<file path="config.mk">
export PLATFORM = sky130hd
export DESIGN_NAME = meta_data_array
export DESIGN_NICKNAME = d
export VERILOG_FILES = /design/src/source/cache_pkg.sv /design/src/source/meta_data_array.sv
export SDC_FILE = /design/constraint.sdc
export NUM_CORES = 1
export LEC_CHECK = 0
export BUFFER_PORTS_ARGS = -buffer_cell sky130_fd_sc_hd__buf_2
export CAP_MARGIN = 20
export CELL_PAD_IN_SITES_DETAIL_PLACEMENT = 0
export CELL_PAD_IN_SITES_GLOBAL_PLACEMENT = 1
export CORE_MARGIN = 1.5
export CORE_UTILIZATION = 58
export CTS_CLUSTER_DIAMETER = 30
export DETAILED_ROUTE_END_ITERATION = 10
export PLACE_DENSITY_LB_ADDON = 0.1
export SLEW_MARGIN = 10
export SYNTH_ARGS = -nofsm -noshare
export SYNTH_HDL_FRONTEND = slang
export SYNTH_SLANG_ARGS = --single-unit
</file>
<file path="constraint.sdc">
create_clock -name clk -period 6.8 [get_ports clk]
set_input_delay 1.36 -clock clk [delete_from_list [all_inputs] [get_ports clk]]
set_output_delay 1.36 -clock clk [all_outputs]
set_load 0.005 [all_outputs]
</file>
<file path="src/source/cache_pkg.sv">
// geometry fixed at 128 direct mapped blocks of eight 16-bit words, word addressed, bit 0 ignored
`default_nettype none

package cache_pkg;

	localparam int TAG_W           = 5;
	localparam int INDEX_W         = 7;
	localparam int OFFSET_W        = 3;
	localparam int NUM_BLOCKS      = 128;       // one block per index, direct mapped
	localparam int WORDS_PER_BLOCK = 8;
	localparam int WORD_W          = 16;        // also the address width

	// address split as the arrays see it
	typedef struct packed {
		logic [TAG_W-1:0]    tag;       // bits 15:11
		logic [INDEX_W-1:0]  index;     // bits 10:4
		logic [OFFSET_W-1:0] offset;    // word within block, bits 3:1
		logic                zero;      // byte bit, always 0 for word accesses
	} addr_fields_t;

	// raw view for memory requests, field view for the arrays
	typedef union packed {
		logic [WORD_W-1:0] raw;
		addr_fields_t      f;
	} cache_addr_u;

	// one metadata entry per block
	typedef struct packed {
		logic             valid;
		logic [TAG_W-1:0] tag;
	} meta_t;

	// fill engine states
	// IDLE also serves hits, bypass reads and the miss cycle itself
	typedef enum logic [1:0] {
		IDLE      = 2'd0,
		FILL      = 2'd1,   // one read_req per word, offsets 0 to 7
		WRITE_TAG = 2'd2    // tag and valid written last
	} fill_state_e;

endpackage

`default_nettype wire

</file>
<file path="src/source/meta_data_array.sv">
// asynchronous read of valid and tag, invalidate beats a tag write in the same cycle
`default_nettype none
`timescale 1ns/1ps

module meta_data_array (
	input  logic                          clk,
	input  logic                          rst_n,
	input  logic [cache_pkg::INDEX_W-1:0] index,
	input  logic                          wr,           // tag write, marks block valid
	input  logic [cache_pkg::TAG_W-1:0]   tag_in,
	input  logic                          invalidate,   // clears every valid bit
	output cache_pkg::meta_t              meta
);
	import cache_pkg::*;

	logic [NUM_BLOCKS-1:0] valid;                // one bit per block
	logic [TAG_W-1:0]      tags [NUM_BLOCKS];    // meaningless while valid is clear

	// reset and invalidate clear every valid bit
	always_ff @(posedge clk or negedge rst_n) begin
		if (!rst_n)
			valid <= '0;
		else if (invalidate)
			valid <= '0;
		else if (wr)
			valid[index] <= 1'b1;
	end

	// tag storage
	always_ff @(posedge clk) begin
		if (wr)
			tags[index] <= tag_in;
	end

	assign meta = {valid[index], tags[index]};   // read path, same cycle

endmodule

`default_nettype wire

</file>
==> flow_metrics.tcl <==
set metrics [dict create \
    synth.net_count 2123 \
    chipHeight_um 233.5 \
    post-route-drc-count 0 \
    maxSlewViolCount 0 \
    mostFrequentLayoutCells "640 x edfxtp_1, 407 x nor2_1, 149 x clkbuf_16" \
    grt_pass1_wl_um 139600 \
    rows 84 \
    drt_pre_antenna_iters 7 \
    post_synthesis_instance_area_um2 30820 \
    r2r-start "valid[74]" \
    dr.first_iter.drc_count 3311 \
    timing.final.crit_period_ns 6.130 \
    boundaryPins 22 \
    io_buffer_count 21 \
    numCtsBuffers 141 \
    clock-sinks 768 \
    final.setup.worst_slack_ns 0.6696 \
    area.growth.synth_to_final_pct 19.04 \
    reg2reg_depth 2 \
    setup.worst_path.end_class "primary output" \
    core_area_um2 52550 \
    post_synth_inst_count 2107 \
    postRouteAntennaNets 0 \
    tritoncts "yes" \
    timing.fmax_mhz 163.1 \
    groute.usage.overall_pct 36.39 \
    mostFrequentLayoutCell "edfxtp_1" \
    vias 20480 \
    r2r_slack_ns 6.00 \
    p_per_area_nw_per_um2 346.9 \
    worst_setup_path_endpoint "meta[1]" \
    preCtsSetupSlack_ns 0.8684 \
    initial_utilization_pct 58.65 \
    final.setup_skew_ns 0 \
    ctsHoldBuffers 0 \
    first_global_vias 20230 \
    layout_worst_path_cycle_share_pct 90.15 \
    ir_worst_vdd_v 0.0002452 \
    detailedPlacementHpwl_um 58270 \
    sum_of_routed_wire_length_over_all_layers_um 96470 \
    n_antenna_cell 0 \
    design_power_total_mw 12.73 \
    insertion_delay_ns 0.71 \
    critical_path_peak_fanout 59 \
    hp-start "valid[125]" \
    clock_path_buffers 3 \
    setup_violations 0 \
    endpoint_of_the_worst_register_to_register_path "valid[74]" \
    route.detailed.vias_per_inst 6.795 \
    timing.max_slew.rel_slack_pct 17.42 \
    timing_worst_setup_path_type "in2out" \
    number_of_register_bits_inferred_by_synthesis 768 \
    finalSetupTns_ns 0 \
    finalHoldViolations 0 \
    post_cts.resized_instances 0 \
    synth.distinct_cells 68 \
    status "finished clean" \
    clkSlewWorstSetupHoldPaths_ns 0.05 \
    final_core_utilization_pct 69.82 \
    cts.root.buffer_cell "clkbuf_16" \
    launching_element_of_the_worst_setup_path "index[2]" \
    synth-main-ff-cell "edfxtp_1" \
    timing_worst_slew_pin_value_ns 1.236 \
    cap_viol_max_count 0 \
    cp.required_ns 5.44 \
    rsz_0062_raised_after_global_routing "false" \
    async_reset_ff_share_pct 16.67 \
    yosysWarningCount 0 \
    maximum_number_of_pins_on_one_net_before_global_route_repair 89 \
    cts_htree_levels 4 \
    gp_congestion 0.9233 \
    initial_antenna_violation_count 2 \
    globalRoute.totalOverflow 0 \
    sequential_to_total_area_share_from_yosys_stat_pct 72.74 \
    postCtsSetupRepairBufs 0 \
    layout-drive-gt1-share_pct 17.41 \
    post_drt_wl_per_cell_um 32.01 \
    hp-class "reg2reg" \
    fp.dieArea_um2 54540 \
    number_of_synthesized_flops_with_an_enable_pin 640 \
    holdPathStages 2 \
    power.static_leakage_nw 13.03 \
    final.hold.worst_slack_ns 0.4864 \
    fp.dieW_um 233.5 \
    layout.nets 2226 \
    postSynthAreaPerCell_um2 14.63 \
    worstSetupStartpointType "primary input" \
    worstPathArrival_ns 4.77 \
]
cell families after synthesis:
| family | count (synthesis) | share of synthesized area, % |
|---|---|---|
| multiplexers | 144 | 5.776 |
| flip-flops | 768 | 72.74 |
| AO/OA/AOI/OAI | 471 | 11.45 |
| buffers and inverters | 158 | 2.407 |
| AND/OR/NAND/NOR | 566 | 7.627 |
critical path, cell delays in order:
cell and delay [ns]:
buf_6 0.52, buf_4 0.39, mux2i_1 0.31, o22ai_1 0.11
a2111oi_0 0.51, a211oi_1 0.20, a2111oi_0 0.65, nand4_1 0.38
buf_2 0.24
layout make-up:
type,count,area (µm²)
inverter,5,18.77
timing repair buffer,113,893.4
sequential,768,22420
clock inverter,76,827.0
fill,3488,15860
multi-input combinational,1181,7704
tap,688,860.8
clock buffer,183,3966
registers in the layout, summed over array words and instances (netlist names):
name,count
valid,128
tags,640
worst min-delay path by stage:
stage	slack, ns	endpoint
after global routing	0.51	valid[96]
after global placement	0.47	valid[74]
after detailed placement	0.48	valid[125]
final	0.49	valid[125]
after CTS	0.49	valid[125]
after floorplan	0.46	valid[40]
layer usage:
metal / GRT usage (%) / wire length [µm] / share of wire (%) / vias up
li1: - / - / - / 8447
met1: 50.51 / 36700 / 38 / 10280
met2: 54.76 / 44410 / 46 / 1482
met3: 9.155 / 11200 / 12 / 267
met4: 16.11 / 4120 / 4.3 / 4
met5: 0 / 41 / 0.042 / -
synth_stat cells, types with 3 or more instances:
| cell | n | area (µm²) |
|---|---|---|
| a21oi_1 | 61 | 305.3 |
| buf_2 | 61 | 305.3 |
| o31ai_1 | 6 | 45.04 |
| a22oi_1 | 60 | 450.4 |
| a211oi_1 | 6 | 45.04 |
| o22a_1 | 12 | 105.1 |
| mux2_2 | 21 | 236.5 |
| inv_1 | 3 | 11.26 |
| o22ai_1 | 43 | 269.0 |
| nand4_1 | 6 | 37.54 |
| nor3_1 | 11 | 55.05 |
| mux4_2 | 25 | 563.0 |
| nor2_1 | 409 | 1535 |
| dfrtp_1 | 128 | 3203 |
| a221oi_1 | 87 | 762.0 |
| o31a_1 | 3 | 26.28 |
| o21bai_1 | 4 | 30.03 |
| o211ai_1 | 5 | 37.54 |
| mux2i_1 | 98 | 980.9 |
| o2bb2ai_1 | 6 | 52.55 |
| nor2b_1 | 26 | 162.7 |
| o221ai_1 | 14 | 122.6 |
| o21ai_0 | 43 | 215.2 |
| o311ai_0 | 3 | 26.28 |
| a2111oi_0 | 7 | 61.31 |
| nand3_1 | 19 | 95.09 |
| a221o_1 | 11 | 110.1 |
| buf_6 | 6 | 67.56 |
| a22o_1 | 56 | 490.5 |
| nand2_1 | 65 | 244.0 |
| a2bb2oi_1 | 4 | 35.03 |
| a222oi_1 | 4 | 40.04 |
| buf_4 | 7 | 52.55 |
| nand2b_1 | 5 | 31.28 |
| clkbuf_1 | 63 | 236.5 |
| a21o_1 | 9 | 67.56 |
| or3b_2 | 5 | 43.79 |
| a31oi_1 | 7 | 43.79 |
| edfxtp_1 | 640 | 19220 |
| buf_1 | 15 | 56.30 |
metrics by stage:
step / std cells / area, µm²
6_report: 3014 / 36690
5_1_grt: 3014 / 36690
4_1_cts: 3012 / 36680
3_5_place_dp: 2753 / 31890
3_3_place_gp: 2753 / 31890
2_1_floorplan: 2107 / 30820
report_power, final:
group | total (mW) | leakage, nW | internal [mW] | switching, mW
Sequential | 5.14 | 7.54 | 5.13 | 0.00575
Clock | 6.97 | 2.33 | 4.64 | 2.33
Combinational | 0.623 | 3.16 | 0.167 | 0.456
Power figures use the tool's default switching activity.
