--- src/source/cache_pkg.sv ---
// geometry fixed at 128 direct mapped blocks of eight 16-bit words, word addressed, bit 0 ignored
`default_nettype none

package cache_pkg;

	localparam int TAG_W           = 5;
	localparam int INDEX_W         = 7;
	localparam int OFFSET_W        = 3;
	localparam int NUM_BLOCKS      = 128;       // one block per index, direct mapped
	localparam int WORDS_PER_BLOCK = 8;
	localparam int WORD_W          = 16;        // also the address width

	// address split as the arrays see it
	typedef struct packed {
		logic [TAG_W-1:0]    tag;       // bits 15:11
		logic [INDEX_W-1:0]  index;     // bits 10:4
		logic [OFFSET_W-1:0] offset;    // word within block, bits 3:1
		logic                zero;      // byte bit, always 0 for word accesses
	} addr_fields_t;

	// raw view for memory requests, field view for the arrays
	typedef union packed {
		logic [WORD_W-1:0] raw;
		addr_fields_t      f;
	} cache_addr_u;

	// one metadata entry per block
	typedef struct packed {
		logic             valid;
		logic [TAG_W-1:0] tag;
	} meta_t;

	// fill engine states
	// IDLE also serves hits, bypass reads and the miss cycle itself
	typedef enum logic [1:0] {
		IDLE      = 2'd0,
		FILL      = 2'd1,   // one read_req per word, offsets 0 to 7
		WRITE_TAG = 2'd2    // tag and valid written last
	} fill_state_e;

endpackage

`default_nettype wire

--- src/source/mem_pkg.sv ---
// memory side carries one 16-bit word per strobe, config port has three 16-bit registers only
`default_nettype none

package mem_pkg;

	localparam int CFG_DATA_W = 16;   // config data and counter width

	// config register map
	localparam logic [1:0] CFG_CTRL   = 2'd0;   // bit 0 enable, bit 1 invalidate strobe
	localparam logic [1:0] CFG_HITS   = 2'd1;   // write clears
	localparam logic [1:0] CFG_MISSES = 2'd2;   // write clears

	// cache to memory
	typedef struct packed {
		logic        read_req;   // level, held with addr until mem_data_valid
		logic        wrt_mem;    // single cycle, memory completes in that cycle
		logic [15:0] addr;
		logic [15:0] wdata;
	} mem_req_t;

	// memory to cache
	typedef struct packed {
		logic        mem_data_valid;   // one cycle pulse
		logic [15:0] mem_data;
	} mem_rsp_t;

	// register block outputs
	typedef struct packed {
		logic enable;       // clear means every access bypasses the arrays
		logic invalidate;   // one cycle, clears all valid bits at the edge
	} ctrl_t;

endpackage

`default_nettype wire

--- src/source/cache_fill_fsm.sv ---
// expects mem_en, wrt_cmd, addr_in and wdata held stable while fsm_busy is high; one read in flight
`default_nettype none
`timescale 1ns/1ps

module cache_fill_fsm (
	input  logic                          clk,
	input  logic                          rst_n,
	input  logic                          mem_en,       // access strobe
	input  logic                          wrt_cmd,      // high for a write
	input  cache_pkg::cache_addr_u        addr_in,
	input  logic [cache_pkg::WORD_W-1:0]  wdata,
	input  cache_pkg::meta_t              meta,         // entry at cache_addr index
	input  mem_pkg::ctrl_t                ctrl,
	input  mem_pkg::mem_rsp_t             rsp,
	output mem_pkg::mem_req_t             req,
	output cache_pkg::cache_addr_u        cache_addr,   // address into the arrays
	output logic                          wrt_data,     // data array word write
	output logic                          wrt_tag,      // metadata write, sets valid
	output logic                          fill_sel,     // mem_data onto array input and data_out
	output logic                          fsm_busy,     // pipeline stall
	output logic                          hit_evt,
	output logic                          miss_evt
);
	import cache_pkg::*;

	fill_state_e         state;
	fill_state_e         nxt_state;
	logic [OFFSET_W-1:0] cnt;         // offset of the word being fetched
	logic                fill_done;   // tag written last cycle
	logic                hit;
	logic                cached;      // access with the cache enabled
	logic                bypass;      // access with the cache disabled

	assign hit    = meta.valid && (meta.tag == addr_in.f.tag);
	assign cached = mem_en && ctrl.enable;
	assign bypass = mem_en && !ctrl.enable;

	// tag and index always from addr_in, offset walks during a fill
	always_comb begin
		cache_addr = addr_in;
		if (state != IDLE)
			cache_addr.f.offset = cnt;
	end

	always_comb begin
		nxt_state    = state;
		req          = '0;
		req.addr     = cache_addr.raw;   // fill address or addr_in
		req.wdata    = wdata;
		wrt_data     = 1'b0;
		wrt_tag      = 1'b0;
		fill_sel     = 1'b0;
		fsm_busy     = 1'b0;
		hit_evt      = 1'b0;
		miss_evt     = 1'b0;
		case (state)
			IDLE: begin
				if (cached && hit) begin
					hit_evt     = !fill_done;   // the refilled access is not a hit
					wrt_data    = wrt_cmd;      // write through, array and memory together
					req.wrt_mem = wrt_cmd;
				end else if (cached) begin
					miss_evt  = 1'b1;           // only once, the next cycle is FILL
					fsm_busy  = 1'b1;
					nxt_state = FILL;
				end else if (bypass) begin
					req.wrt_mem  = wrt_cmd;
					req.read_req = !wrt_cmd;
					fill_sel     = !wrt_cmd;    // data_out shows mem_data
					fsm_busy     = !wrt_cmd && !rsp.mem_data_valid;
				end
			end
			FILL: begin
				req.read_req = 1'b1;            // addr stays put until the word returns
				fsm_busy     = 1'b1;
				if (rsp.mem_data_valid) begin
					wrt_data = 1'b1;
					fill_sel = 1'b1;
					if (cnt == OFFSET_W'(WORDS_PER_BLOCK - 1))
						nxt_state = WRITE_TAG;
				end
			end
			WRITE_TAG: begin
				wrt_tag   = 1'b1;
				fsm_busy  = 1'b1;               // drops next cycle, access then hits
				nxt_state = IDLE;
			end
			default: nxt_state = IDLE;
		endcase
	end

	always_ff @(posedge clk or negedge rst_n) begin
		if (!rst_n) begin
			state     <= IDLE;
			cnt       <= '0;
			fill_done <= 1'b0;
		end else begin
			state     <= nxt_state;
			fill_done <= (state == WRITE_TAG);
			if (state == FILL && rsp.mem_data_valid)
				cnt <= cnt + 1'b1;   // wraps to 0 after the last word
			else if (state == IDLE)
				cnt <= '0;
		end
	end

endmodule

`default_nettype wire

--- config.mk ---
export PLATFORM = sky130hd
export DESIGN_NAME = cache_fill_fsm
export DESIGN_NICKNAME = d
export VERILOG_FILES = /design/src/source/cache_pkg.sv /design/src/source/mem_pkg.sv /design/src/source/cache_fill_fsm.sv
export SDC_FILE = /design/constraint.sdc
export NUM_CORES = 1
export LEC_CHECK = 0
export BUFFER_PORTS_ARGS = -buffer_cell sky130_fd_sc_hd__buf_2
export CAP_MARGIN = 10
export CORE_ASPECT_RATIO = 1.1
export CORE_MARGIN = 10
export CORE_UTILIZATION = 34
export DETAILED_ROUTE_END_ITERATION = 6
export GPL_TIMING_DRIVEN = 0
export PLACE_DENSITY = 0.92
export RECOVER_POWER = 100
export SLEW_MARGIN = 20
export SYNTH_ARGS = -nofsm -noshare
export SYNTH_HDL_FRONTEND = slang
export SYNTH_SLANG_ARGS = --single-unit
--- constraint.sdc ---
create_clock -name clk -period 2.49 [get_ports clk]
set_input_delay 0.1245 -clock clk [delete_from_list [all_inputs] [get_ports clk]]
set_output_delay 0.1245 -clock clk [all_outputs]
set_load 0.02 [all_outputs]
==> results.txt <==
----------------------------------------------------
[Synthesis]
  Sequential area share after synthesis ... 0.171
  Number of synthesized flops with an enable pin ... 0
  Flop and latch count out of synthesis ... 6
  Mean cell area of the mapped netlist ... roughly 7.9 um2
  Area of the mapped netlist ... ~880 um2
  Leading area contributor after synthesis ... sky130_fd_sc_hd__buf_4
  Share of the synthesized area in the top cell type ... 0.384
  Synth Warn # ... 0
  Number of distinct standard cells referenced by the synthesized netlist ... 26
  Top FF cell, synth ... sky130_fd_sc_hd__dfrtp_1
  Main area contributors after synthesis ... sky130_fd_sc_hd__buf_4 38%, sky130_fd_sc_hd__dfrtp_1 17%, sky130_fd_sc_hd__ha_1 8.5%
  Most common library cells after synthesis ... 45 x sky130_fd_sc_hd__buf_4, 15 x sky130_fd_sc_hd__nand2_1, 6 x sky130_fd_sc_hd__dfrtp_1, 6 x sky130_fd_sc_hd__ha_1, 6 x sky130_fd_sc_hd__o21ai_0
  Async SR Flop Fraction ... 1.00
  Number of instances in the synthesized netlist ... 112
  Mapped Nets ... around 180
  Most used standard cell by instance count after synthesis ... sky130_fd_sc_hd__buf_4

[GRT]
  All-layer global routing usage ... 0.108
  GR met2 Demand/Resource ... 0.213
  GRT busiest layer ... met2
  Met1 track utilization from global routing ... 0.0952
  Antenna violations before repair ... 0
  Vias in the first global route ... between 900 and 1k
  Met3 routing resource usage after global routing ... 0.0319
  First-pass GRT wire length ... ~4300 um
  Largest net degree at the start of global routing ... 11
  Overflow left after global routing ... 0

[Placed design]
  Placed insts ... between 200 and 250
  Half-perimeter wire length after placement ... 2690 um
  # port buffers ... 75
  Routability congestion estimate ... approximately 0.75

[Worst hold path]
  Cell count of the worst hold path ... 3
  Hold path start ... rsp[16]
  Class of the tightest hold or removal check ... input port to register

[Detailed routing]
  Routed Antenna Nets ... 0
  Avg WL per Cell ... about 13 um
  Routed vias ... between 900 and 1k
  Total wire length ... ~2900 um
  Number of vias per cell after detailed routing ... approximately 4.3
  Pre-Repair DR Iteration Count ... 4
  Remaining routing DRC violations ... 0
  Drt initial violations ... 19

[Critical path]
  Setup crit end kind ... output pin
  Crit path launch ... state[1]$_DFFE_PN0P_
  Arrival time at the worst endpoint ... between 1500 and 2000 ps
  Highest cell delay on the worst timing path ... roughly 400 ps
  Setup crit start kind ... register
  Slowest cell on the critical path ... sky130_fd_sc_hd__dfrtp_1
  Cell count of the worst reg-to-reg path ... 6
  Critical R2R Launch ... state[1]$_DFFE_PN0P_
  Largest delay share family, worst path ... buffers and inverters
  Worst path depth ... 8
  Number of buffer and inverter instances along the worst setup path ... 5
  Type of the worst setup path ... register to output pin
  Data required time of the critical path ... approximately 2400 ps
  Largest fanout on the critical path ... 10
  Sequence of cells on the critical path ... inv_1 > ha_1 > buf_2 > inv_1 > nand2_1 > nand2_1 > buf_4 > clkbuf_1

[Finish]
  Fillers ... 273
  Final antenna diode count ... 0
  Net count, final ... between 200 and 300
  Area Overhead vs Synth ... 42.2%
  Non-filler instance count after layout ... 222
  Proportion of layout cells with a drive suffix above 1 ... 0.377

[Floorplanning]
  Effective utilization at floorplan ... 0.352
  Number of top-level pins ... about 120
  Rows ... 19
  Die Ht ... roughly 73 um
  Area of the placeable core ... between 2000 and 2500 um2
  Floorplan die width ... 68.5 um
  Area of the die ... ~5000 um2

[STA]
  Final hold violation count ... 0
  Setup TNS Final ... 0 ps
  Final clock period utilization by the worst path ... 0.767
  Final worst path period need ... about 1900 ps
  Peak Freq ... 523 MHz
  Setup repair after global routing missed its margin ... false
  Final count of negative-setup-slack endpoints ... 0
  Transition at the pin with the smallest max-transition slack ... between 300 and 400 ps
  Final slew viol count ... 0
  Headroom to the max-slew limit ... 0.798
  Fin Clk Skew ... roughly 1.0 ps

[Pwr]
  Total power consumption of the routed design ... roughly 900 uW
  Ratio of total power to cell area ... 716 nW/um2
  Max VDD drop ... approximately 0.4 mV
  Leak ... between 0.6 and 0.7 nW

[CTS]
  Register clock-pin slew on the reported worst setup and hold paths ... ~40 ps
  Maximum root-to-sink buffer count ... 2
  Post_cts resized ... 0
  TritonCTS sink count ... 6
  Num CTS Buffers ... 3
  CTS H-tree lvls ... 1
  TritonCTS clock tree ... built
  Root cell of the clock tree ... sky130_fd_sc_hd__clkbuf_4
  Clock insertion delay at the later pin of the skew report ... 240 ps

[Run status]
  Outcome ... finished clean

[Job]
  Max-cap viol count ... 0

----------------------------------------------------
[cells by family (layout without fill, tap and decap cells)]
logic type / Yosys count / in the layout / synth area share
fa+ha+maj: 6 / 6 / 0.0853
mux: 1 / 1 / 0.0128
simple gates: 31 / 31 / 0.172
compound gates: 12 / 12 / 0.0896
flops: 6 / 6 / 0.171
buf+inv: 51 / 130 / 0.411
xor+xnor: 5 / 5 / 0.0583
[repair_timing]
| item | 4_1_cts | 5_1_grt |
|---|---|---|
| hold buffers | 1 | 0 |
| endpoints found under the hold margin | 6 | 0 |
| buffers inserted | 0 | 0 |
[sequential cells by signal (all words and copies together) (netlist names)]
register	count
cnt	3
state	2
fill_done	1
[final timing paths]
kind,slack [ps],end
max in group asynchronous,1980,cnt[0]$_DFFE_PN0P_
worst max register to register,910,state[1]$_DFFE_PN0P_
worst min-delay path,230,cnt[0]$_DFFE_PN0P_
worst min register to register,540,cnt[0]$_DFFE_PN0P_
min in group asynchronous,280,state[1]$_DFFE_PN0P_
worst max-delay path,580,req[19]
[power by group]
part / switching, mW / internal, mW / leakage [nW]
Clock: 0.0316 / 0.0543 / 0.0138
Sequential: 0.0290 / 0.132 / 0.0798
Combinational: 0.410 / 0.239 / 0.559
Total: 0.470 / 0.425 / 0.652
[final cells by class]
class                   instances  area, um2  area share
multi-input cells              55        363       0.290
inverters                       5       18.8      0.0150
repair buffers                 76        315       0.252
plain buffers                  46        343       0.274
well taps                      31       38.8      0.0310
clock buffers                   3       22.5      0.0180
flip-flops and latches          6        150       0.120
[per-layer routing]
layer  share of wire  up-vias
li1                -      481
met1            0.34      413
met2            0.56       47
met3           0.092        3
met4          0.0092        0
met5               0        -
[metrics by stage]
| step | hold WS, ps | setup slack [ps] | util | cell area [um2] |
|---|---|---|---|---|
| CTS | 224 | 593 | 0.531 | 1330 |
| finish | 227 | 579 | 0.501 | 1250 |
| detailed placement | -48.4 | 864 | 0.518 | 1290 |
| global route | 278 | 316 | 0.501 | 1250 |
| floorplan | -171 | 877 | - | 880 |
| global placement | -52.6 | 889 | 0.518 | 1290 |
[layout by cell type (no fill, tap or decap), drive strengths merged, types with 2 or more instances in the layout]
master  Yosys  final
o21ai       6      6
clkbuf      0     59
xnor2       5      5
nor4        2      2
nor3        2      2
dfrtp       6      6
nor2        4      4
ha          6      6
nand3       2      2
inv         5      5
nand2      15     15
buf        46     65
[tightest hold or removal path: stages]
cell	delay, ps
sky130_fd_sc_hd__buf_2	120
sky130_fd_sc_hd__nand2_1	90
sky130_fd_sc_hd__o21ai_0	80
(Power assumes the default switching activity.)
