File: src/source/mem_pkg.sv
// memory side carries one 16-bit word per strobe, config port has three 16-bit registers only
`default_nettype none

package mem_pkg;

	localparam int CFG_DATA_W = 16;   // config data and counter width

	// config register map
	localparam logic [1:0] CFG_CTRL   = 2'd0;   // bit 0 enable, bit 1 invalidate strobe
	localparam logic [1:0] CFG_HITS   = 2'd1;   // write clears
	localparam logic [1:0] CFG_MISSES = 2'd2;   // write clears

	// cache to memory
	typedef struct packed {
		logic        read_req;   // level, held with addr until mem_data_valid
		logic        wrt_mem;    // single cycle, memory completes in that cycle
		logic [15:0] addr;
		logic [15:0] wdata;
	} mem_req_t;

	// memory to cache
	typedef struct packed {
		logic        mem_data_valid;   // one cycle pulse
		logic [15:0] mem_data;
	} mem_rsp_t;

	// register block outputs
	typedef struct packed {
		logic enable;       // clear means every access bypasses the arrays
		logic invalidate;   // one cycle, clears all valid bits at the edge
	} ctrl_t;

endpackage

`default_nettype wire

File: src/source/cache_ctrl_regs.sv
// enable resets to 1, counters saturate at all ones, a counter clear wins over an event
`default_nettype none
`timescale 1ns/1ps

module cache_ctrl_regs (
	input  logic                            clk,
	input  logic                            rst_n,
	input  logic                            cfg_wr,
	input  logic [1:0]                      cfg_addr,
	input  logic [mem_pkg::CFG_DATA_W-1:0]  cfg_wdata,
	input  logic                            hit_evt,
	input  logic                            miss_evt,
	output logic [mem_pkg::CFG_DATA_W-1:0]  cfg_rdata,
	output mem_pkg::ctrl_t                  ctrl
);
	import mem_pkg::*;

	logic                       enable;
	logic                       ctrl_wr;   // write to CFG_CTRL
	logic [1:0][CFG_DATA_W-1:0] cnt;       // [0] hits, [1] misses
	logic [1:0]                 evt;
	logic [1:0]                 clr;

	assign ctrl_wr = cfg_wr && (cfg_addr == CFG_CTRL);
	assign evt     = {miss_evt, hit_evt};
	assign clr[0]  = cfg_wr && (cfg_addr == CFG_HITS);
	assign clr[1]  = cfg_wr && (cfg_addr == CFG_MISSES);

	// invalidate is the write strobe itself, valid bits clear at the same edge
	assign ctrl = {enable, ctrl_wr && cfg_wdata[1]};

	always_ff @(posedge clk or negedge rst_n) begin
		if (!rst_n) begin
			enable <= 1'b1;   // cache on out of reset
			cnt    <= '0;
		end else begin
			if (ctrl_wr)
				enable <= cfg_wdata[0];
			for (int i = 0; i < 2; i++) begin
				if (clr[i])
					cnt[i] <= '0;
				else if (evt[i] && !(&cnt[i]))
					cnt[i] <= cnt[i] + 1'b1;   // hold at max
			end
		end
	end

	// readback straight from cfg_addr
	always_comb begin
		case (cfg_addr)
			CFG_CTRL:   cfg_rdata = CFG_DATA_W'(enable);
			CFG_HITS:   cfg_rdata = cnt[0];
			CFG_MISSES: cfg_rdata = cnt[1];
			default:    cfg_rdata = '0;
		endcase
	end

endmodule

`default_nettype wire

File: config.mk
export PLATFORM = sky130hd
export DESIGN_NAME = cache_ctrl_regs
export DESIGN_NICKNAME = d
export VERILOG_FILES = /design/src/source/mem_pkg.sv /design/src/source/cache_ctrl_regs.sv
export SDC_FILE = /design/constraint.sdc
export NUM_CORES = 1
export LEC_CHECK = 0
export BUFFER_PORTS_ARGS = -buffer_cell sky130_fd_sc_hd__buf_2
export CORE_ASPECT_RATIO = 0.7
export CORE_UTILIZATION = 30
export DETAILED_ROUTE_END_ITERATION = 12
export SLEW_MARGIN = 0
export SYNTH_ARGS = -nofsm -noshare
export SYNTH_HDL_FRONTEND = slang
export SYNTH_SLANG_ARGS = --single-unit
File: constraint.sdc
create_clock -name clk -period 1.7 [get_ports clk]
set_input_delay 0.34 -clock clk [delete_from_list [all_inputs] [get_ports clk]]
set_output_delay 0.34 -clock clk [all_outputs]
set_load 0.01 [all_outputs]
==> results of run 1 <==
-- layout make-up --
class                      count  area (um^2)  area share
clock buffer                   6        72.57     0.02569
timing repair buffer          72        494.2      0.1749
multi-input combinational    183         1287      0.4557
clock inverter                 2        10.01    0.003543
sequential                    33        828.3      0.2932
inverter                       4        15.01    0.005314
tap                           94        117.6     0.04163
-- state kept, by name, summed over array words and instances (netlist names) --
signal / count
enable: 1
cnt: 32
-- cell families after synthesis --
logic type / count (synthesis) / share of synthesized area
flip-flops: 33 / 0.3925
multiplexers: 12 / 0.05760
buffers and inverters: 16 / 0.03978
AND/OR/NAND/NOR: 106 / 0.2969
adder cells (fa/ha/maj): 2 / 0.01187
AO/OA/AOI/OAI: 63 / 0.2013
-- cells in the final DEF (no fill, tap or decap), drive strengths merged, types with 7 or more instances in the layout --
cell type  count
dfrtp         32
buf           71
nand4          8
o31ai          9
or4           12
nand2b        10
a22o          15
nand3          9
a21oi         20
mux2i         11
o21ai          7
nand2         26
-- per-stage QoR --
stage	power, mW	hold slack [ns]	utilization	TNS, ns
after global routing	2.160	0.2777	0.4181	-0.6930
after global placement	1.342	0.2951	0.3813	-0.1061
after CTS	1.958	0.2771	0.3965	-0.005845
final	2.030	0.2826	0.4181	-0.04400
after floorplan	1.162	0.04441	-	0
after detailed placement	1.359	0.2964	0.3813	-0.2495
-- per-layer routing --
metal | routed length [um] | global-route usage | part of all wire
met4 | 57 | 0.04762 | 0.0096
met5 | 0 | 0 | 0
met3 | 430 | 0.03565 | 0.073
met2 | 2464 | 0.2349 | 0.42
met1 | 2969 | 0.2697 | 0.50
-- power by group through the flow --
stage | clock network [mW] | registers, mW | logic (mW)
global route | 0.645 | 0.962 | 0.552
global placement | 0 | 0.954 | 0.388
detailed placement | 0 | 0.961 | 0.398
CTS | 0.608 | 0.947 | 0.403
floorplan | 0 | 0.944 | 0.217
finish | 0.590 | 0.952 | 0.488
-- repair_timing --
action	4_1_cts	5_1_grt
cloned	0	0
gates resized for setup	1	21
endpoints found under the hold margin	13	0
buffers inserted	2	8
hold buffers	1	0
pin swaps	4	4
setup endpoints to repair	7	25
-- path summary, 6_finish.rpt --
| kind | startpoint | slack, ns | depth (start not counted) | endpoint |
|---|---|---|---|---|
| worst max register to register | cnt[24]$_DFFE_PN0P_ | -0.02 | 4 | cnt[29]$_DFFE_PN0P_ |
| worst max-delay path | cnt[24]$_DFFE_PN0P_ | -0.02 | 4 | cnt[29]$_DFFE_PN0P_ |
| worst min-delay path | cfg_wdata[0] | 0.28 | 2 | enable$_DFFE_PN1P_ |
| min in group asynchronous | rst_n | 0.52 | 2 | cnt[22]$_DFFE_PN0P_ |
| worst min register to register | cnt[31]$_DFFE_PN0P_ | 0.57 | 2 | cnt[31]$_DFFE_PN0P_ |
| max in group asynchronous | rst_n | 0.74 | 3 | cnt[31]$_DFFE_PN0P_ |
-- critical path, cell delays in order (launching register included) --
cell and delay [ns]:
dfrtp_1 0.46, nand2_2 0.09, or3_4 0.43, or4_1 0.52
a21oi_1 0.15
==> qor.csv, run 1 <==
stage;metric;value;unit
detailed_routing;vias;2108;
cts;clk_latency;0.28;ns
detailed_routing;first_pass_iters;4;
cts;clk_pin_slew_worst_paths;0.07;ns
place;placed_area;2576;um^2
pwr;powerDensity;718.6;nW/um^2
cts;cts_root_buf;clkbuf_8;
hold_path;min_path_type;primary input to flip-flop;
place;dp.cells;377;
floorplanning;die_h;72.12;um
logic_synthesis;syn_avg_cell_area;9.082;um^2
run_status;status;complete, but fails checks;
pwr;ir_drop;0.3852;mV
grt;antenna_found_initial;0;
timing;timing.clock.skew;0.005564;ns
detailed_routing;drc;0;
cts;clkSinkCount;33;
detailed_routing;wl;5921;um
critical_path;crit_arrival;1.92;ns
pwr;p_comb_frac;0.241;
critical_path;crit_path_end_kind;flip-flop;
floorplanning;die-width;102.2;um
layout;fin_area;2825;um^2
timing;setup_viol;4;
run_status;violations;setup timing;
timing;timing.final.ws_setup;-0.01889;ns
cts;numCtsBuffers;5;
detailed_routing;wl_per_cell;15.03;um
timing;slew_headroom;0.6628;
cts;cts_tree;built;
logic_synthesis;synth_common_cells;32 x dfrtp_1, 25 x nand2_1, 20 x a21oi_1;
detailed_routing;postRouteAntennaNets;0;
pwr;p_leak;1.254;nW
logic_synthesis;async_flop_share;1.000;
logic_synthesis;ys_seq_area_frac;0.3925;
logic_synthesis;ys.flop_type;dfrtp_1;
pwr;intPower;1.406;mW
place;hpwl;4436;um
floorplanning;initial_core_util;0.3119;
grt;overflow;0;
floorplanning;core-area;6756;um^2
floorplanning;die-area;7368;um^2
timing;finalCriticalPeriod;1.719;ns
layout;diodes;0;
logic_synthesis;synthesis.area;2107;um^2
critical_path;critPathKind;flip-flop to flip-flop;
grt;grt_pass1_wl;9673;um
logic_synthesis;syn-instance-count;232;
layout;layout.cells.non_filler;394;
layout;drive_above_1_share;0.3467;
grt;grt_start_max_net_pins;20;
floorplanning;ios;41;
layout;finalNetCount;324;
grt;track_usage;0.1724;
detailed_routing;via_per_inst;5.350;
grt;grt_pass1_vias;1905;
cts;clock_path_buffers;2;
logic_synthesis;yosys_register_bits;33;
place;io_buffer_count;26;
detailed_routing;drt-initial-drc-count;119;
place;post-place-ws;-0.07729;ns
pwr;swShare;0.3076;
timing;slew_violations;0;
pwr;p_sw;624.5;uW
pwr;clkPwrFrac;0.291;
logic_synthesis;synthDistinctLibCells;41;
timing;finalCritPeriodShare;1.011;
logic_synthesis;synth_largest_area_cell;dfrtp_1;
logic_synthesis;synth_top_cell_area_share;0.3800;
critical_path;cp.required;1.91;ns
logic_synthesis;synth_most_common_cell;dfrtp_1;
logic_synthesis;synth.top_cells.by_area;dfrtp_1 38%, a22o_1 5.8%, mux2i_1 5.2%, a21oi_1 4.8%, nand2_1 4.5%;
logic_synthesis;yosysWarnings;0;
critical_path;cp-start-kind;flip-flop;
floorplanning;rows;25;
logic_synthesis;synth_nets;257;
critical_path;cp_max_fo;6;
layout;fillerInstances;689;
pwr;p_seq_frac;0.469;
layout;areaGrowthSynthToFinish;34.09;%
timing;hold_viol;0;
cts;htreeDepth;2;
run;maxCapViolCount;0;
timing;clock.fmax;0.5818;GHz
logic_synthesis;synth-edff-count;0;
timing;rsz0062_at_grt;true;
timing;worst_pin_slew;0.5058;ns
place;gp_congestion;0.9112;
No activity file was read; power rests on OpenSTA's default activity.
==> run 2: changes to the inputs <==
- clock period: 1.7 -> 1.39 ns (I/O delays scaled with it)
==> run 2 against run 1 <==
- the flow still finishes with violations (setup timing)
- fmax rose by 0.90%
- sequential share of layout area fell by 8.1 points
- non-clock buffer count rose by 79
- routed wire length rose by 33%
- first-iteration DRC count fell by 26%
- critical endpoint is now cnt[20]$_DFFE_PN0P_
- final area rose by 39%
- critical path depth rose by 3
- hold slack got worse by 0.065 ns
==> qor.csv, run 2 (synthesized netlist as in run 1, its figures left out) <==
stage;metric;value;unit;change
detailed_routing;via_per_inst;5.262;;was 5.350
timing;slew_violations;0;;unchanged
place;placed_area;3049;um^2;was 2576 um^2
detailed_routing;first_pass_iters;4;;unchanged
pwr;p_sw;865.4;uW;was 624.5 uW
pwr;p_seq_frac;0.415;;was 0.469
timing;timing.clock.skew;0.005323;ns;was 0.005564 ns
timing;slew_headroom;0.7103;;was 0.6628
floorplanning;core-area;6756;um^2;unchanged
hold_path;min_from;cfg_wdata[0];;unchanged
timing;clock.fmax;0.5870;GHz;was 0.5818 GHz
critical_path;rr_endpoint;cnt[20]$_DFFE_PN0P_;;was cnt[29]$_DFFE_PN0P_
layout;fillerInstances;617;;was 689
layout;finalNetCount;403;;was 324
cts;cts_root_buf;clkbuf_8;;unchanged
grt;antenna_found_initial;0;;unchanged
critical_path;reg2reg_depth;7;;was 4
place;io_buffer_count;26;;unchanged
grt;track_usage;0.2047;;was 0.1724
floorplanning;die_h;72.12;um;unchanged
hold_path;min_delay_path_depth;2;;unchanged
floorplanning;ios;41;;unchanged
timing;timing.final.ws_setup;-0.3135;ns;was -0.01889 ns
critical_path;ff2ff_setup_slack;-0.31;ns;was -0.02 ns
critical_path;crit_path_end_kind;flip-flop;;unchanged
layout;fin_area;3916;um^2;was 2825 um^2
cts;numCtsBuffers;5;;unchanged
detailed_routing;drt-initial-drc-count;88;;was 119
cts;clk_latency;0.29;ns;was 0.28 ns
pwr;p_leak;1.766;nW;was 1.254 nW
layout;areaGrowthSynthToFinish;85.87;%;was 34.09%
floorplanning;die-width;102.2;um;unchanged
run_status;status;complete, but fails checks;;unchanged
pwr;swShare;0.3138;;was 0.3076
detailed_routing;wl;7869;um;was 5921 um
timing;hold_viol;0;;unchanged
cts;cts_tree;built;;unchanged
floorplanning;die-area;7368;um^2;unchanged
pwr;p_comb_frac;0.320;;was 0.241
critical_path;crit_arrival;1.92;ns;about the same
run;maxCapViolCount;0;;unchanged
detailed_routing;postRouteAntennaNets;0;;unchanged
layout;diodes;0;;unchanged
pwr;powerDensity;704.2;nW/um^2;was 718.6 nW/um^2
timing;finalCriticalPeriod;1.704;ns;was 1.719 ns
critical_path;cp.required;1.61;ns;was 1.91 ns
place;post-place-ws;-0.3053;ns;was -0.07729 ns
layout;drive_above_1_share;0.6042;;was 0.3467
timing;finalCritPeriodShare;1.226;;was 1.011
critical_path;path_buf_inv;2;;was 0
detailed_routing;wl_per_cell;16.64;um;was 15.03 um
timing;whs;0.2181;ns;was 0.2826 ns
hold_path;min_path_type;primary input to flip-flop;;unchanged
place;hpwl;5039;um;was 4436 um
layout;largest_register_ffs;32;;unchanged
pwr;intPower;1.892;mW;was 1.406 mW
timing;worst_pin_slew;0.4346;ns;was 0.5058 ns
place;gp_congestion;0.7918;;was 0.9112
grt;grt_pass1_wl;11440;um;was 9673 um
critical_path;max_stage_delay;0.43;ns;was 0.52 ns
timing;setup_viol;45;;was 4
critical_path;critPathSlowestCell;or4_1;;unchanged
cts;clkSinkCount;33;;unchanged
critical_path;cp_max_fo;4;;was 6
critical_path;path_delay_family;simple AND/OR/NAND/NOR gates;;unchanged
grt;grt_start_max_net_pins;19;;was 20
hold_path;worstHoldEndpoint;enable$_DFFE_PN1P_;;unchanged
floorplanning;initial_core_util;0.3119;;unchanged
layout;final_util;0.5796;;was 0.4181
pwr;ir_drop;0.4788;mV;was 0.3852 mV
timing;final.setup.tns;-6.201;ns;was -0.04400 ns
pwr;clkPwrFrac;0.265;;was 0.291
floorplanning;rows;25;;unchanged
grt;overflow;0;;unchanged
cts;clk_pin_slew_worst_paths;0.07;ns;about the same
cts;clock_path_buffers;2;;unchanged
grt;grt_pass1_vias;2331;;was 1,905
critical_path;critPathKind;flip-flop to flip-flop;;unchanged
layout;regMostFlops;cnt;;unchanged
detailed_routing;drc;0;;unchanged
layout;top_regs;cnt: 32 flops, enable: 1 flops;;unchanged
timing;rsz0062_at_grt;true;;unchanged
critical_path;cp-start-kind;flip-flop;;unchanged
layout;layout_commonest_cell;buf_4;;unchanged
detailed_routing;vias;2489;;was 2,108
run_status;violations;setup timing;;unchanged
cts;htreeDepth;2;;unchanged
layout;layout_common_cells;83 x buf_4, 37 x buf_6, 30 x dfrtp_1;;was 43 x buf_4, 31 x dfrtp_1, 26 x buf_2
critical_path;path_cells;ha_4 -> nand4_1 -> buf_4 -> nor4_4 -> buf_2 -> or4_1 -> a21oi_2;;was nand2_2 -> or3_4 -> or4_1 -> a21oi_1
critical_path;timing.rr.start;cnt[17]$_DFFE_PN0P_;;was cnt[24]$_DFFE_PN0P_
[run 2: cell count changes in the layout (fill, tap and decap cells not counted), sizes merged]
cell,delta
buf,+78
clkbuf,+3
clkinv,-2
[run 2: area by class of cell]
cell class	instances	area (um^2)	share of cell area
Tap cell	94	117.6	0.03003
Multi-Input combinational cell	183	1609	0.4109
Inverter	4	15.01	0.003834
Sequential cell	33	829.5	0.2118
Clock buffer	8	80.08	0.02045
Timing Repair Buffer	151	1265	0.3230
[run 2: timing repair]
item                                    CTS  global route
gates resized for setup                  54            50
endpoints found under the setup margin   46            49
pin swaps                                32            32
hold buffers                              1             0
cloned                                    0             2
hold endpoints to repair                 14             0
setup buffers                            28            15
[run 2: layer usage]
metal,global-route usage,routed length (um),vias to the layer above
met3,0.03468,360,14
met5,0,0,-
li1,-,-,1190
met1,0.2890,3738,1221
met2,0.3229,3660,64
met4,0.05714,110,0
[run 2: worst max path at each step]
stage	from	endpoint	slack, ns	cells after the start
final	cnt[17]$_DFFE_PN0P_	cnt[20]$_DFFE_PN0P_	-0.31	7
after global routing	cnt[17]$_DFFE_PN0P_	cnt[18]$_DFFE_PN0P_	-0.37	7
after CTS	cnt[16]$_DFFE_PN0P_	cnt[20]$_DFFE_PN0P_	-0.26	7
after detailed placement	cnt[16]$_DFFE_PN0P_	cnt[28]$_DFFE_PN0P_	-0.31	6
after global placement	cnt[17]$_DFFE_PN0P_	cnt[30]$_DFFE_PN0P_	-0.24	6
after floorplan	cnt[17]$_DFFE_PN0P_	cnt[29]$_DFFE_PN0P_	-0.21	6
[run 2: stage by stage]
stage                     instances  power (mW)
final                           473       2.758
after global routing            473       2.892
after CTS                       457       2.654
after detailed placement        424       1.814
after global placement          424       1.798
after floorplan                 232       1.456
[run 2: power groups by stage]
stage	clock network (mW)	registers, mW	logic (mW)
after floorplan	0	1.16	0.297
after global placement	0	1.14	0.656
after detailed placement	0	1.15	0.667
after CTS	0.741	1.13	0.780
after global routing	0.775	1.15	0.964
final	0.732	1.14	0.882
[run 2: worst register-to-register path, delay by kind of cell, from the launching register on]
kind                     cells  cell delay, ns
AND/OR/NAND/NOR              3            0.60
buffers and inverters        2            0.30
flip-flops                   1            0.42
AO/OA/AOI/OAI                1            0.14
adder cells (fa/ha/maj)      1            0.18
==> run 3: changes to the inputs <==
- SETUP_SLACK_MARGIN: not set -> 0.02
==> run 3 against run 2 <==
- largest cell class unchanged
- the run still ends with setup timing left
- worst setup slack worse by 0.0010 ns
- highest routed layer unchanged
- global-route usage about the same
- largest power group unchanged
- critical path depth unchanged
- sequential cell count unchanged
- critical path type unchanged
==> qor.csv, run 3 (synthesized netlist as in run 1, its figures left out) <==
stage;metric;value;unit;change
run_status;status;complete, but fails checks;;unchanged
run_status;violations;setup timing;;unchanged
timing;slew_violations;0;;unchanged
critical_path;cp_max_fo;4;;unchanged
cts;clk_pin_slew_worst_paths;0.07;ns;about the same
timing;finalCriticalPeriod;1.705;ns;was 1.704 ns
floorplanning;rows;25;;unchanged
cts;clk_latency;0.29;ns;about the same
layout;layout_commonest_cell;buf_4;;unchanged
cts;clock_path_buffers;2;;unchanged
timing;final.setup.tns;-6.237;ns;was -6.201 ns
run;maxCapViolCount;0;;unchanged
timing;worst_pin_slew;0.4346;ns;unchanged
pwr;ir_drop;0.4785;mV;was 0.4788 mV
place;gp_congestion;0.7918;;unchanged
critical_path;max_stage_delay;0.43;ns;about the same
grt;grt_start_max_net_pins;19;;unchanged
detailed_routing;wl_per_cell;16.64;um;about the same
cts;cts_root_buf;clkbuf_8;;unchanged
timing;timing.clock.skew;0.004984;ns;was 0.005323 ns
detailed_routing;drc;0;;unchanged
floorplanning;die-width;102.2;um;unchanged
place;hpwl;5039;um;unchanged
layout;drive_above_1_share;0.6042;;unchanged
layout;areaGrowthSynthToFinish;86.05;%;was 85.87%
grt;track_usage;0.2049;;was 0.2047
critical_path;path_cells;ha_4 -> nand4_1 -> buf_4 -> nor4_4 -> buf_2 -> or4_1 -> a21oi_2;;unchanged
cts;cts_tree;built;;unchanged
timing;setup_viol;44;;was 45
layout;diodes;0;;unchanged
floorplanning;die-area;7368;um^2;unchanged
critical_path;cp.required;1.61;ns;about the same
critical_path;crit_arrival;1.93;ns;was 1.92 ns
grt;overflow;0;;unchanged
timing;hold_viol;0;;unchanged
place;io_buffer_count;26;;unchanged
cts;numCtsBuffers;5;;unchanged
floorplanning;ios;41;;unchanged
grt;grt_pass1_vias;2334;;was 2,331
pwr;p_total;2.757;mW;was 2.758 mW
layout;fillerInstances;615;;was 617
timing;timing.final.ws_setup;-0.3146;ns;was -0.3135 ns
layout;layout.cells.non_filler;473;;unchanged
detailed_routing;first_pass_iters;4;;unchanged
detailed_routing;vias;2488;;was 2,489
grt;grt_pass1_wl;11450;um;was 11,440 um
detailed_routing;drt-initial-drc-count;95;;was 88
grt;antenna_found_initial;0;;unchanged
timing;rsz0062_at_grt;true;;unchanged
floorplanning;die_h;72.12;um;unchanged
layout;regMostFlops;cnt;;unchanged
critical_path;ff2ff_setup_slack;-0.31;ns;about the same
floorplanning;initial_core_util;0.3119;;unchanged
cts;htreeDepth;2;;unchanged
timing;clock.fmax;0.5867;GHz;was 0.5870 GHz
critical_path;critPathSlowestCell;or4_1;;unchanged
pwr;p_leak;1.767;nW;was 1.766 nW
place;dp.cells;424;;unchanged
layout;layout_common_cells;82 x buf_4, 38 x buf_6, 30 x dfrtp_1;;was 83 x buf_4, 37 x buf_6, 30 x dfrtp_1
detailed_routing;via_per_inst;5.260;;was 5.262
place;post-place-ws;-0.3053;ns;unchanged
detailed_routing;wl;7870;um;was 7869 um
layout;finalNetCount;403;;unchanged
layout;top_regs;cnt: 32 flops, enable: 1 flops;;unchanged
timing;finalCritPeriodShare;1.226;;about the same
critical_path;cp-start-kind;flip-flop;;unchanged
detailed_routing;postRouteAntennaNets;0;;unchanged
floorplanning;core-area;6756;um^2;unchanged
layout;largest_register_ffs;32;;unchanged
pwr;powerDensity;703.4;nW/um^2;was 704.2 nW/um^2
timing;slew_headroom;0.7103;;unchanged
critical_path;crit_path_end_kind;flip-flop;;unchanged
critical_path;critPathKind;flip-flop to flip-flop;;unchanged
hold_path;min_path_type;primary input to flip-flop;;unchanged
cts;clkSinkCount;33;;unchanged
==> run 3: cell counts in the layout (fill, tap and decap cells not counted) <==
Identical to the previous run, type by type.
==> run 3: worst paths after layout <==
check / startpoint / to / cells past startpoint
worst max-delay path: cnt[17]$_DFFE_PN0P_ / cnt[20]$_DFFE_PN0P_ / 7
worst min-delay path: cfg_wdata[0] / enable$_DFFE_PN1P_ / 2
worst max register to register: cnt[17]$_DFFE_PN0P_ / cnt[20]$_DFFE_PN0P_ / 7
worst min register to register: cnt[12]$_DFFE_PN0P_ / cnt[12]$_DFFE_PN0P_ / 2
max in group asynchronous: rst_n / cnt[23]$_DFFE_PN0P_ / 3
min in group asynchronous: rst_n / cnt[10]$_DFFE_PN0P_ / 2
==> run 3: timing repair <==
item	in CTS	in global routing
setup endpoints to repair	47	48
cloned	0	2
hold buffers	1	0
buffers inserted	28	15
endpoints found under the hold margin	14	0
pin swaps	32	32
gates resized for setup	56	49
==> run 3: area by class of cell <==
type                       count  area (um^2)  share of cell area
sequential                    33        829.5              0.2116
timing repair buffer         151         1269              0.3237
inverter                       4        15.01            0.003830
multi-input combinational    183         1609              0.4105
tap                           94        117.6             0.03000
clock buffer                   8        80.08             0.02043
==> run 3: per-layer routing <==
metal	GRT usage	wire, um	vias up
met5	0	0	-
met4	0.05714	110	0
met3	0.03468	392	14
met2	0.3236	3645	65
met1	0.2890	3722	1217
li1	-	-	1192
==> run 3: per-stage QoR <==
step           utilization  hold WS [ns]  cell area (um^2)
6_report            0.5802        0.2184              3920
5_1_grt             0.5802        0.2298              3920
4_1_cts             0.5289        0.2163              3573
3_5_place_dp        0.4513        0.2454              3049
3_3_place_gp        0.4513        0.2366              3049
2_1_floorplan            -      -0.01759              2231
==> run 3: worst max-delay path, delay by kind of cell, from the launching register on <==
kind | cells | cell delay, ns
adders and majority gates | 1 | 0.18
AOI/OAI and AO/OA | 1 | 0.14
DFF | 1 | 0.42
buffers and inverters | 2 | 0.30
and+or+nand+nor | 3 | 0.60
==> run 3: report_power, final <==
group	internal (mW)	switching [mW]	leakage, nW
clock network	0.356	0.375	0.0395
registers	1.05	0.0904	0.444
logic	0.483	0.399	1.28
total	1.89	0.865	1.77
